===== config.mk =====
export PLATFORM = sky130hd
export DESIGN_NAME = irq_top
export DESIGN_NICKNAME = d
export VERILOG_FILES = /design/src/verilog/irq_pkg.sv /design/src/verilog/irq_arbiter.sv /design/src/verilog/irq_ctrl_fsm.sv /design/src/verilog/irq_pending.sv /design/src/verilog/irq_top.sv
export SDC_FILE = /design/constraint.sdc
export NUM_CORES = 1
export LEC_CHECK = 0
export ABC_AREA = 1
export BUFFER_PORTS_ARGS = -buffer_cell sky130_fd_sc_hd__buf_2
export CAP_MARGIN = 40
export CORE_MARGIN = 2
export CORE_UTILIZATION = 41
export CTS_CLUSTER_SIZE = 20
export DETAILED_ROUTE_END_ITERATION = 10
export GPL_TIMING_DRIVEN = 0
export PLACE_DENSITY = 0.79
export SYNTH_ARGS = -nofsm -noshare
export SYNTH_HDL_FRONTEND = slang
export SYNTH_SLANG_ARGS = --single-unit

===== constraint.sdc =====
create_clock -name clk_i -period 1.78 [get_ports clk_i]
set_clock_uncertainty 0.2 [all_clocks]
set_input_delay 0 -clock clk_i [delete_from_list [all_inputs] [get_ports clk_i]]
set_output_delay 0 -clock clk_i [all_outputs]
set_load 0.01 [all_outputs]

===== src/verilog/irq_pkg.sv =====
package irq_pkg;

  // --------------------------------------------------------------------------
  // Widths
  // --------------------------------------------------------------------------

  // One interrupt line per bit of a machine word
  localparam int unsigned NUM_IRQ = 32;

  // Enough bits to number every line
  localparam int unsigned IRQ_ID_W = $clog2(NUM_IRQ);

  // Pending, enable and request vectors
  typedef logic [NUM_IRQ-1:0] irq_vec_t;

  // Interrupt number, as reported with the acknowledge
  typedef logic [IRQ_ID_W-1:0] irq_id_t;

  // --------------------------------------------------------------------------
  // Architectural line map
  // --------------------------------------------------------------------------

  // Lines that exist in hardware
  // 31..16 platform lines
  // 11 machine external, 7 machine timer, 3 machine software
  // Everything else is reserved and reads as zero
  localparam irq_vec_t VALID_IRQ_MASK = 32'hFFFF_0888;

  // --------------------------------------------------------------------------
  // Controller states
  // --------------------------------------------------------------------------

  // RUN      normal execution, acknowledges allowed
  // TRAP     handler running, further acknowledges held off until mret
  // WFI_WAIT WFI seen, waiting for the pipeline to drain
  // SLEEP    core clock may be gated, wake on any pending-enabled line
  typedef enum logic [1:0] {
    RUN      = 2'b00,
    TRAP     = 2'b01,
    WFI_WAIT = 2'b10,
    SLEEP    = 2'b11
  } ctrl_state_e;

endpackage : irq_pkg


===== src/verilog/irq_arbiter.sv =====
`timescale 1ns/100ps

module irq_arbiter
  import irq_pkg::*;
(
  // Pending and enabled lines
  input  irq_vec_t pend_en_i,
  // Highest-priority line, zero when nothing is requesting
  output irq_id_t  win_id_o,
  output logic     win_valid_o
);

  // Only real lines take part in arbitration
  irq_vec_t req;

  assign req = pend_en_i & VALID_IRQ_MASK;

  // --------------------------------------------------------------------------
  // Fixed priority
  // --------------------------------------------------------------------------
  //
  // Highest first
  //   31, 30, ..., 16   platform lines
  //   11                machine external
  //   3                 machine software
  //   7                 machine timer
  //
  // Walked from the lowest priority upwards so a later hit overrides an
  // earlier one and the last assignment wins

  always_comb begin
    win_id_o    = '0;
    win_valid_o = 1'b0;

    // Timer, the lowest priority
    if (req[7]) begin
      win_id_o    = irq_id_t'(7);
      win_valid_o = 1'b1;
    end

    // Software beats timer
    if (req[3]) begin
      win_id_o    = irq_id_t'(3);
      win_valid_o = 1'b1;
    end

    // External beats both
    if (req[11]) begin
      win_id_o    = irq_id_t'(11);
      win_valid_o = 1'b1;
    end

    // Platform lines, the higher number wins
    for (int i = 16; i < NUM_IRQ; i++) begin
      if (req[i]) begin
        win_id_o    = irq_id_t'(i);
        win_valid_o = 1'b1;
      end
    end
  end

  // Reserved lines never reach here, so 0..2, 4..6, 8..10 and 12..15
  // can not be reported as a winner

endmodule : irq_arbiter


===== src/verilog/irq_ctrl_fsm.sv =====
`timescale 1ns/100ps

module irq_ctrl_fsm
  import irq_pkg::*;
(
  input  logic     clk_i,
  input  logic     rst_ni,
  // From the pending registers and the arbiter
  input  irq_vec_t pend_en_i,
  input  irq_id_t  win_id_i,
  input  logic     win_valid_i,
  // Core side controls
  input  logic     mstatus_mie_i,
  input  logic     mret_i,
  input  logic     wfi_i,
  input  logic     pipe_idle_i,
  // Acknowledge pulse with the taken line
  output logic     irq_ack_o,
  output irq_id_t  irq_id_o,
  // Core may gate its clock
  output logic     core_sleep_o
);

  ctrl_state_e state_q;
  ctrl_state_e state_d;

  logic    irq_ack_q;
  irq_id_t irq_id_q;

  // Any line pending and enabled, regardless of mstatus.MIE
  logic pend_any;
  // Acknowledge to be issued on the next edge
  logic ack_due;

  assign pend_any = |pend_en_i;

  // Only in RUN, so a handler in progress blocks nested acknowledges
  assign ack_due = (state_q == RUN) && win_valid_i && mstatus_mie_i;

  // --------------------------------------------------------------------------
  // Next state
  // --------------------------------------------------------------------------

  always_comb begin
    state_d = state_q;

    case (state_q)
      RUN: begin
        // Acknowledge takes precedence over a WFI in the same cycle
        if (ack_due) begin
          state_d = TRAP;
        end else if (wfi_i && !pend_any) begin
          // WFI with a line already waiting completes at once
          state_d = WFI_WAIT;
        end
      end

      TRAP: begin
        // Handler done
        if (mret_i) begin
          state_d = RUN;
        end
      end

      WFI_WAIT: begin
        // Wake before sleeping if something shows up while draining
        if (pend_any) begin
          state_d = RUN;
        end else if (pipe_idle_i) begin
          state_d = SLEEP;
        end
      end

      SLEEP: begin
        // Wake-up ignores mstatus.MIE
        if (pend_any) begin
          state_d = RUN;
        end
      end

      default: begin
        state_d = RUN;
      end
    endcase
  end

  // --------------------------------------------------------------------------
  // State and output registers
  // --------------------------------------------------------------------------

  always_ff @(posedge clk_i or negedge rst_ni) begin
    if (!rst_ni) begin
      state_q <= RUN;
    end else begin
      state_q <= state_d;
    end
  end

  // One cycle high, the move to TRAP removes ack_due
  always_ff @(posedge clk_i or negedge rst_ni) begin
    if (!rst_ni) begin
      irq_ack_q <= 1'b0;
      irq_id_q  <= '0;
    end else begin
      irq_ack_q <= ack_due;
      // Id holds the last taken line between acknowledges
      if (ack_due) begin
        irq_id_q <= win_id_i;
      end
    end
  end

  assign irq_ack_o = irq_ack_q;
  assign irq_id_o  = irq_id_q;

  // Straight from the state register, so sleep rises and falls with the
  // edge that enters or leaves SLEEP
  assign core_sleep_o = (state_q == SLEEP);

endmodule : irq_ctrl_fsm


===== src/verilog/irq_pending.sv =====
`timescale 1ns/100ps

module irq_pending
  import irq_pkg::*;
(
  input  logic     clk_i,
  input  logic     rst_ni,
  // External interrupt requests, level sensitive
  input  irq_vec_t irq_i,
  // Software write port of mie
  input  logic     mie_we_i,
  input  irq_vec_t mie_wdata_i,
  output irq_vec_t mip_o,
  output irq_vec_t mie_o,
  // Lines both pending and enabled
  output irq_vec_t pend_en_o
);

  irq_vec_t mip_q;
  irq_vec_t mie_q;

  // --------------------------------------------------------------------------
  // Pending register
  // --------------------------------------------------------------------------

  // Sampled every cycle, reserved lines never get set
  always_ff @(posedge clk_i or negedge rst_ni) begin
    if (!rst_ni) begin
      mip_q <= '0;
    end else begin
      mip_q <= irq_i & VALID_IRQ_MASK;
    end
  end

  // --------------------------------------------------------------------------
  // Enable register
  // --------------------------------------------------------------------------

  // Reserved enable bits are read-only zero
  always_ff @(posedge clk_i or negedge rst_ni) begin
    if (!rst_ni) begin
      mie_q <= '0;
    end else if (mie_we_i) begin
      mie_q <= mie_wdata_i & VALID_IRQ_MASK;
    end
  end

  assign mip_o     = mip_q;
  assign mie_o     = mie_q;
  // Both registers are already masked
  assign pend_en_o = mip_q & mie_q;

endmodule : irq_pending


===== src/verilog/irq_top.sv =====
`timescale 1ns/100ps

module irq_top
  import irq_pkg::*;
(
  input  logic     clk_i,
  input  logic     rst_ni,
  // Interrupt requests and the mie write port
  input  irq_vec_t irq_i,
  input  logic     mie_we_i,
  input  irq_vec_t mie_wdata_i,
  // Core status and events
  input  logic     mstatus_mie_i,
  input  logic     mret_i,
  input  logic     wfi_i,
  input  logic     pipe_idle_i,
  // CSR views
  output irq_vec_t mip_o,
  output irq_vec_t mie_o,
  // Acknowledge and sleep
  output logic     irq_ack_o,
  output irq_id_t  irq_id_o,
  output logic     core_sleep_o
);

  // Pending-enabled lines, shared by arbiter and controller
  irq_vec_t pend_en;
  // Arbitration result
  irq_id_t  win_id;
  logic     win_valid;

  // --------------------------------------------------------------------------
  // CSR registers
  // --------------------------------------------------------------------------

  irq_pending i_irq_pending (
    .clk_i       (clk_i),
    .rst_ni      (rst_ni),
    .irq_i       (irq_i),
    .mie_we_i    (mie_we_i),
    .mie_wdata_i (mie_wdata_i),
    .mip_o       (mip_o),
    .mie_o       (mie_o),
    .pend_en_o   (pend_en)
  );

  // --------------------------------------------------------------------------
  // Arbitration and control
  // --------------------------------------------------------------------------

  irq_arbiter i_irq_arbiter (
    .pend_en_i   (pend_en),
    .win_id_o    (win_id),
    .win_valid_o (win_valid)
  );

  irq_ctrl_fsm i_irq_ctrl_fsm (
    .clk_i         (clk_i),
    .rst_ni        (rst_ni),
    .pend_en_i     (pend_en),
    .win_id_i      (win_id),
    .win_valid_i   (win_valid),
    .mstatus_mie_i (mstatus_mie_i),
    .mret_i        (mret_i),
    .wfi_i         (wfi_i),
    .pipe_idle_i   (pipe_idle_i),
    .irq_ack_o     (irq_ack_o),
    .irq_id_o      (irq_id_o),
    .core_sleep_o  (core_sleep_o)
  );

endmodule : irq_top

# Word level (Yosys, flattened, before mapping)
# Index checks and enable logic that the tools add are counted.
# Widths: inputs -> output; s select.
totals:
  reg_bits: 46
  latchBits: 0
  mem_bits_rw: 0
  rom_bits: 0
  input_bits: 71
  out_inout_bits: 71
  wordCells: 65
  mem_count: 0
op_classes:
  n_addsub: 0
  n_mul: 0
  div_mod_pow: 0
  n_lt_le_gt_ge: 0
  n_eq_ne: 7
  shifts: 0
  mux: 45
  bitwise_logic: 1
  n_reduce_logical: 7
ops:
  columns: ["op", "count"]
  rows:
  - ["$mux 5", 18]
  - ["$and 32x32->32", 1]
  - ["$reduce_or 32->1", 1]
  - ["$mux 1", 19]
  - ["$mux 2", 6]
  - ["$pmux 2 s4", 1]
  - ["$ne 3x2->1 const B", 2]
  - ["$eq 2x2->1 const B", 2]
  - ["$reduce_and 4->1", 1]
  - ["$logic_and 1x1->1", 3]
  - ["$mux 3", 1]
  - ["$eq 2x1->1 const B", 1]
  - ["$logic_not 2->1", 1]
  - ["$ne 2x1->1 const B", 1]
  - ["$ne 2x2->1 const B", 1]
  - ["$logic_not 1->1", 1]

# Longest topological paths before layout
# Gate-level depths: netlist (run 1).
depth:
  depth_word: 24
  depth_mapped: 18
  ltp_nobuf: 18

# By module
# Synthesis (run 1) repeated with hierarchy kept, for this count alone.
hier_totals:
  cells_unflattened: 316
  area_unflattened_um2: 2412.3
by_module_without_submodules:
  columns: ["mod", "n_inst", "cells_each", "area_per_inst_um2", "seq_area_each_um2"]
  rows:
  - ["irq_pending", 1, 177, 1652.8, 950.9]
  - ["irq_ctrl_fsm", 1, 78, 496.7, 200.2]
  - ["irq_arbiter", 1, 61, 262.8, 0.0]

# Worst setup path before layout (run 1)
# OpenSTA, ideal clock, no wires.
synth_timing:
  path_type: "register to register"
  startpoint: "register i_irq_pending.mie_q[30] (netlist: i_irq_pending.mie_o[30])"
  endpoint: "register i_irq_ctrl_fsm.state_q[0]"
  setup_ns: 0.073
  t_arrival_ns: 1.417
  required_time_ns: 1.507
  setup_slack_ns: 0.090
  path_stages_with_launch: 12
  n_path_buf: 0
  synth_period_minus_slack_ns: 1.690
  cell_sequence: "dfrtp_1 -> nand2_2 -> nand2_4 -> nor4_4 -> nand2_2 -> nand2_2 -> nor2_4 -> nor2_4 -> nand2_2 -> nand2_2 -> nor2_2 -> a21oi_2"
synth_via:
  elab_chain_cells: 7
  word_cells_on_any_way: 15
  classes_between: "eq/ne (3); mux (5); bitwise (1); reduce/logical (6)"
synth_rtl:
  columns: ["element", "line", "rtl"]
  rows:
  - ["start, declared", "irq_pending.sv:20", "irq_vec_t mie_q;"]
  - ["start signal, assigned", "irq_pending.sv:44", "mie_q <= mie_wdata_i & VALID_IRQ_MASK;"]
  - ["$and 32x32->32 *", "irq_pending.sv:51", "assign pend_en_o = mip_q & mie_q;"]
  - ["$mux 1 * (2 in series)", "irq_arbiter.sv:55", "if (req[i]) begin"]
  - ["$logic_and 1x1->1 * (2 in series)", "irq_ctrl_fsm.sv:38", "assign ack_due = (state_q == RUN) && win_valid_i && mstatus_mie_i;"]
  - ["via i_irq_ctrl_fsm.ack_due", "irq_ctrl_fsm.sv:33", "logic ack_due;"]
  - ["$ne 3x2->1 (no line) / $mux 2 (equally long branches)", null, null]
  - ["$reduce_and 4->1 (no line) / $pmux 2 s4 (equally long branches)", null, null]
  - ["end signal, assigned", "irq_ctrl_fsm.sv:95", "state_q <= state_d;"]
  - ["end, declared", "irq_ctrl_fsm.sv:24", "ctrl_state_e state_q;"]
# Mark *: on every way through the listed nets, which the timed path passes. The rest lies on a longest branch.
# A chain may end at the register's enable or synchronous reset.

# Final worst setup path (run 1)
layout_timing:
  startpoint: "register i_irq_pending.mie_q[29] (netlist: i_irq_pending.mie_o[29])"
  endpoint: "register i_irq_ctrl_fsm.state_q[0]"
layout_via:
  elab_chain_cells: 8
  word_cells_on_any_way: 16
  classes_between: "eq/ne (3); mux (6); bitwise (1); reduce/logical (6)"
layout_rtl:
  columns: ["element", "line"]
  rows:
  - ["$and 32x32->32 *", "irq_pending.sv:51"]
  - ["$mux 1 * (3 in series)", "irq_arbiter.sv:55"]
  - ["$logic_and 1x1->1 * (2 in series)", "irq_ctrl_fsm.sv:38"]
  - ["via i_irq_ctrl_fsm.ack_due", "irq_ctrl_fsm.sv:33"]
  - ["$ne 3x2->1 (no line) / $mux 2 (equally long branches)", null]
  - ["$reduce_and 4->1 (no line) / $pmux 2 s4 (equally long branches)", null]
# Marked as above.

==> results of run 1 <==
==> timing repair <==
item / in CTS / in global routing
setup endpoints to repair: 4 / 7
endpoints found under the hold margin: 89 / 0
setup buffers: 7 / 4
hold buffers: 54 / 0
pin swaps: 3 / 13
gates resized for setup: 7 / 7
==> per-layer routing <==
layer | wire length [µm] | up-vias | track usage (%)
met4 | 104 | 0 | 7.407
met5 | 0 | - | 0
li1 | - | 951 | -
met1 | 2211 | 925 | 23.99
met2 | 2928 | 106 | 36.74
met3 | 516 | 14 | 7.229
==> synth_stat cells <==
| cell type | count |
|---|---|
| nand2_2 | 8 |
| conb_1 | 1 |
| nor2_2 | 1 |
| o21ai_0 | 1 |
| inv_1 | 8 |
| nand2_4 | 1 |
| mux2_2 | 19 |
| o311ai_0 | 1 |
| or2_0 | 1 |
| a21oi_1 | 7 |
| nor2_1 | 3 |
| nand4_1 | 1 |
| nand3_1 | 4 |
| inv_2 | 3 |
| nor4_1 | 1 |
| buf_2 | 2 |
| o21ai_1 | 1 |
| a21oi_2 | 2 |
| nand2_1 | 45 |
| a21o_1 | 1 |
| nor3_1 | 5 |
| buf_4 | 26 |
| o21a_1 | 2 |
| nor4_4 | 1 |
| nand3_2 | 1 |
| dfrtp_1 | 46 |
| nor2_4 | 2 |
==> worst max path at each step <==
| stage | from | to | slack [ns] | cells after the start |
|---|---|---|---|---|
| after floorplan | i_irq_pending.mie_o[30] | i_irq_ctrl_fsm.state_q[0] | 0.09 | 11 |
| after global placement | i_irq_pending.mie_o[29] | i_irq_ctrl_fsm.state_q[0] | -0.04 | 10 |
| after detailed placement | i_irq_pending.mie_o[29] | i_irq_ctrl_fsm.state_q[0] | -0.11 | 11 |
| after CTS | i_irq_pending.mie_o[30] | i_irq_ctrl_fsm.state_q[0] | -0.03 | 11 |
| after global routing | i_irq_pending.mie_o[11] | i_irq_ctrl_fsm.irq_id_o[0] | -0.23 | 18 |
| final | i_irq_pending.mie_o[29] | i_irq_ctrl_fsm.state_q[0] | -0.12 | 11 |
==> logic make-up (layout without fill, tap and decap cells) <==
logic type / after synthesis / after routing
AO/OA/AOI/OAI: 15 / 15
buffers and inverters: 39 / 201
flip-flops: 46 / 46
multiplexers: 19 / 19
other: 1 / 26
AND/OR/NAND/NOR: 74 / 74
==> flip-flops by register name, indices dropped and copies added, names as in the netlist <==
register,cells
i_irq_ctrl_fsm.irq_ack_o,1
i_irq_ctrl_fsm.irq_id_o,5
i_irq_ctrl_fsm.state_q,2
i_irq_pending.mie_o,19
i_irq_pending.mip_o,19
==> cells in the final DEF (no fill, tap or decap), types with 2 or more instances in the layout <==
| cell | n |
|---|---|
| a21oi_1 | 6 |
| a21oi_2 | 3 |
| buf_12 | 2 |
| buf_2 | 90 |
| buf_4 | 36 |
| clkbuf_8 | 5 |
| conb_1 | 26 |
| dfrtp_1 | 46 |
| dlygate4sd3_1 | 54 |
| inv_1 | 8 |
| inv_2 | 3 |
| mux2_2 | 19 |
| nand2_1 | 38 |
| nand2_2 | 13 |
| nand2_4 | 3 |
| nand3_1 | 4 |
| nor2_1 | 2 |
| nor2_2 | 2 |
| nor2_4 | 2 |
| nor3_1 | 4 |
| o21a_1 | 2 |
==> power groups by stage <==
stage / Clock, mW / Combinational (mW) / Sequential [mW]
finish: 0.769 / 1.04 / 1.28
global placement: 0 / 0.775 / 1.29
CTS: 0.784 / 0.976 / 1.27
detailed placement: 0 / 0.801 / 1.29
floorplan: 0 / 0.470 / 1.34
global route: 0.826 / 1.14 / 1.30
==> final cells by class <==
| type | instances | area share, % |
|---|---|---|
| repair buffers | 154 | 31.22 |
| multi-input cells | 134 | 23.45 |
| well taps | 67 | 2.388 |
| plain buffers | 28 | 5.845 |
| clock inverters | 2 | 1.069 |
| flip-flops and latches | 46 | 32.79 |
| clock buffers | 6 | 2.067 |
| inverters | 11 | 1.176 |
==> tightest hold or removal path: cells and delay by family <==
family	cells	cell delay [ns]
AND/OR/NAND/NOR	2	0.27
AO/OA/AOI/OAI	2	0.15
buffers and inverters	1	0.10
==> through the flow <==
stage	TNS (ns)	hold slack [ns]	instance area [µm²]	util, %
2_1_floorplan	0	-0.4956	2168	-
3_3_place_gp	-0.1221	-0.09193	2693	56.26
3_5_place_dp	-0.2527	-0.2160	2713	56.68
4_1_cts	-0.03162	0.03681	3443	71.95
5_1_grt	-1.153	0.09051	3511	73.36
6_report	-0.3935	0.07370	3511	73.36
==> impl_metrics.ini, run 1 <==
[final_layout]
layout-drive-gt1-share_pct = 48.03
final_cells = 448
fill_cells = 327
seq_area_um2 = 1151
antenna_cells = 0
layout.nets = 451
area_growth_pct = 69.24
multi_input_area_um2 = 823.3

[timing]
worst_pin_slew_ns = 0.6680
maxSlewHeadroom_pct = 55.32
rsz0062_at_grt = true
hold_viol = 0
setup_slack_ns = -0.1241
slew_viol_final = 0
finalSetupViolations = 6
period_share_pct = 107.0
finalCriticalPeriod_ns = 1.904
max_freq_mhz = 525.2

[synth]
synth_top_area_share_pct = 55.49
synth_fa_ha_area_share_pct = 0
synth-simple-area-share_pct = 17.61
synth_cells = 194
synth-seq-cells = 46
synth_top_family_by_area = simple AND/OR/NAND/NOR gates
ys_seq_area_share_pct = 55.49
synth.area.mux_share_pct = 10.31
synth_cell_types = 27
synthTopCellsByArea = dfrtp_1 (55%), mux2_2 (10%), buf_4 (9.4%)
yosys.area_share.xor_xnor_pct = 0
synth-compound-area-share_pct = 4.524
synth_area_per_cell_um2 = 10.69
syn-cell-area_um2 = 2074
ys_warn_count = 0
yosysTopAreaCell = dfrtp_1

[global_route]
track_usage_pct = 21.03
overflow = 0
grt_antenna_before_repair = 0
grt_pass1_wl_um = 8873
grt_max_degree = 28
grt_pass1_vias = 1991

[power]
p_leak_nw = 1.825
power.density_nw_per_um2 = 879.3
cellInternalPower_mw = 2.099
seqPwrFrac_pct = 41.5
peakVddDrop_mv = 0.5982
switching_share_pct = 31.99
power_switching_uw = 987.6
p_clk_share_pct = 24.9
p_total_mw = 3.087
comb_power_share_pct = 33.6

[worst_hold_path]
holdCritPathClass = primary input to flop
hold_path_depth = 5
hold_end = i_irq_ctrl_fsm.state_q[0]
hold_start = mret_i

[die]
die_area_um2 = 5645
row_count = 25
pin_count = 142
dieWidth_um = 75.13
core_um2 = 4786
dieHeight_um = 75.13
start_util_pct = 43.35

[critical_path]
r2r_cells = 11
critical_path.most_common_cell = nand2_2
slowest_stage = dfrtp_1
start_kind = flop
arrival_ns = 1.92
crit_buf_inv = 0
critPathCaptureType = flop
cp_top_family = simple AND/OR/NAND/NOR gates
r2r_end = i_irq_ctrl_fsm.state_q[0]
cp.required_ns = 1.80
crit_type = flop to flop
reg2reg_slack_ns = -0.12
worstPathCellList = nand2_1 > nand2_1 > nor3_4 > nand2_2 > nand2_2 > nor2_4 > nor2_4 > nand2_2 > nand2_4 > nor2_2 > a21oi_2
cp_max_fo = 4
critPathMaxStageDelay_ns = 0.42
r2r-start = i_irq_pending.mie_o[29]

[clock_network]
cts_buffers = 5
clk_latency_ns = 0.29
clockBufferDepth = 2
root_buffer = clkbuf_8
clk_pin_slew_ns = 0.09
cts_tree = built
cts_max_level = 2
cts_sinks = 46

[drt]
drt_iter0_drc = 56
wl_um = 5760
viasPerCell = 4.455
drc = 0
wl_per_cell_um = 12.86
drt_first_pass_iters = 4
postRouteAntennaNets = 0
vias = 1996

[placed_design]
io_buffers = 88
dp_slack_ns = -0.1062
dp.cells = 375
place_congestion = 0.7896
hpwl_um = 3486

[status]
violations = setup timing
status = finished with violations

[job]
cap_violations = 0
No activity file was read; power rests on OpenSTA's default activity.
==> inputs of run 2 (changes only) <==
--- a/config.mk
+++ b/config.mk
@@ -13,7 +13,9 @@
 export CTS_CLUSTER_SIZE = 20
 export DETAILED_ROUTE_END_ITERATION = 10
 export GPL_TIMING_DRIVEN = 0
+export HOLD_SLACK_MARGIN = 0.06
 export PLACE_DENSITY = 0.79
+export SETUP_SLACK_MARGIN = 0.1
 export SYNTH_ARGS = -nofsm -noshare
 export SYNTH_HDL_FRONTEND = slang
 export SYNTH_SLANG_ARGS = --single-unit
==> impl_metrics.ini, run 2 (synthesis gave the netlist of run 1 again) <==
[clock_network]
cts_max_level = 2
cts_tree = built
clk_pin_slew_ns = 0.08
clockBufferDepth = 2
cts_buffers = 5
clk_latency_ns = 0.29
root_buffer = clkbuf_8
cts_sinks = 46

[global_route]
grt_antenna_before_repair = 0
track_usage_pct = 21.40
overflow = 0
grt_pass1_wl_um = 8956
grt_max_degree = 28
grt_pass1_vias = 1988

[critical_path]
start_kind = flop
crit_type = flop to flop
cp_max_fo = 4
arrival_ns = 1.83
cp.required_ns = 1.80
critPathCaptureType = flop

[timing]
rsz0062_at_grt = true
whs_ns = 0.06537
finalSetupViolations = 2
finalCriticalPeriod_ns = 1.808
max_freq_mhz = 553.2
period_share_pct = 101.6
hold_viol = 0
tns_ns = -0.05265
slew_viol_final = 0
setup_slack_ns = -0.02773

[drt]
dr_wl_met2_um = 2856
wl_um = 5590
wl_per_cell_um = 12.56
wl_met3_um = 462
viasPerCell = 4.317
top_layer_used = met4
postRouteAntennaNets = 0
wl_met1_um = 2181
drt_iter0_drc = 42
drc = 0
drt_first_pass_iters = 4
vias = 1921

[final_layout]
final_cell_mix = buf_2 (90), dlygate4sd3_1 (52), dfrtp_1 (46), nand2_1 (37), buf_4 (37)
stdcell_area_um2 = 3478
layout_commonest_cell = buf_2
fill_cells = 326
area_growth_pct = 67.67
seq_area_um2 = 1151
multi_input_area_um2 = 820.8
layout.nets = 449
antenna_cells = 0
final_cells = 445
layout-drive-gt1-share_pct = 48.68
final_util_pct = 72.68

[placed_design]
place_congestion = 0.7567
io_buffers = 88
dp.cells = 375
dp_slack_ns = -0.1353
hpwl_um = 3449
place_area_um2 = 2713

[die]
dieHeight_um = 75.13
row_count = 25
die_area_um2 = 5645
pin_count = 142
start_util_pct = 43.35
core_um2 = 4786
dieWidth_um = 75.13

[status]
violations = setup timing
status = finished with violations

[worst_hold_path]
holdCritPathClass = primary input to flop

[power]
p_total_mw = 3.070
p_leak_nw = 1.813
power.density_nw_per_um2 = 882.7
peakVddDrop_mv = 0.6391

[job]
cap_violations = 0
-- run 2: final timing paths --
path | startpoint | end | slack, ns | cells past startpoint
worst max-delay path | i_irq_pending.mie_o[29] | i_irq_ctrl_fsm.state_q[0] | -0.03 | 11
worst min-delay path | mret_i | i_irq_ctrl_fsm.state_q[0] | 0.07 | 5
worst max register to register | i_irq_pending.mie_o[29] | i_irq_ctrl_fsm.state_q[0] | -0.03 | 11
worst min register to register | i_irq_ctrl_fsm.irq_id_o[2] | i_irq_ctrl_fsm.irq_id_o[2] | 0.29 | 1
max in group asynchronous | rst_ni | i_irq_pending.mip_o[24] | 0.33 | 4
min in group asynchronous | rst_ni | i_irq_pending.mip_o[20] | 0.56 | 3
-- run 2: repair_timing --
action | in CTS | in global routing
buffers inserted | 8 | 3
setup endpoints to repair | 7 | 9
endpoints found under the hold margin | 90 | 1
hold buffers | 52 | 1
pin swaps | 4 | 4
resized for setup | 9 | 5
-- run 2: where the power goes --
part           internal (mW)  leakage (nW)  total, mW  switching (mW)
Clock                  0.449        0.0573      0.779           0.330
Sequential              1.18         0.533       1.28          0.0951
Combinational          0.495          1.22       1.01           0.519
-- run 2: cell type report --
class / count / area share, %
buffer: 28 / 5.899
clock buffer: 6 / 2.374
clock inverter: 1 / 0.8633
inverter: 11 / 1.187
multi-input combinational: 134 / 23.60
sequential: 46 / 33.09
tap: 67 / 2.410
timing repair buffer: 152 / 30.58
-- run 2: critical path, stage by stage, from the launching register on --
cell	delay, ns
dfrtp_1	0.42
nand2_1	0.09
nand2_1	0.15
nor3_4	0.25
nand2_2	0.09
nand2_2	0.09
nor2_4	0.05
nor2_4	0.10
nand2_2	0.07
nand2_4	0.08
nor2_2	0.04
a21oi_2	0.11
-- run 2: metal layers --
metal / vias up / track usage [%]
li1: 943 / -
met1: 881 / 24.35
met2: 88 / 37.82
met3: 9 / 5.622
met4: 0 / 9.357
met5: - / 0
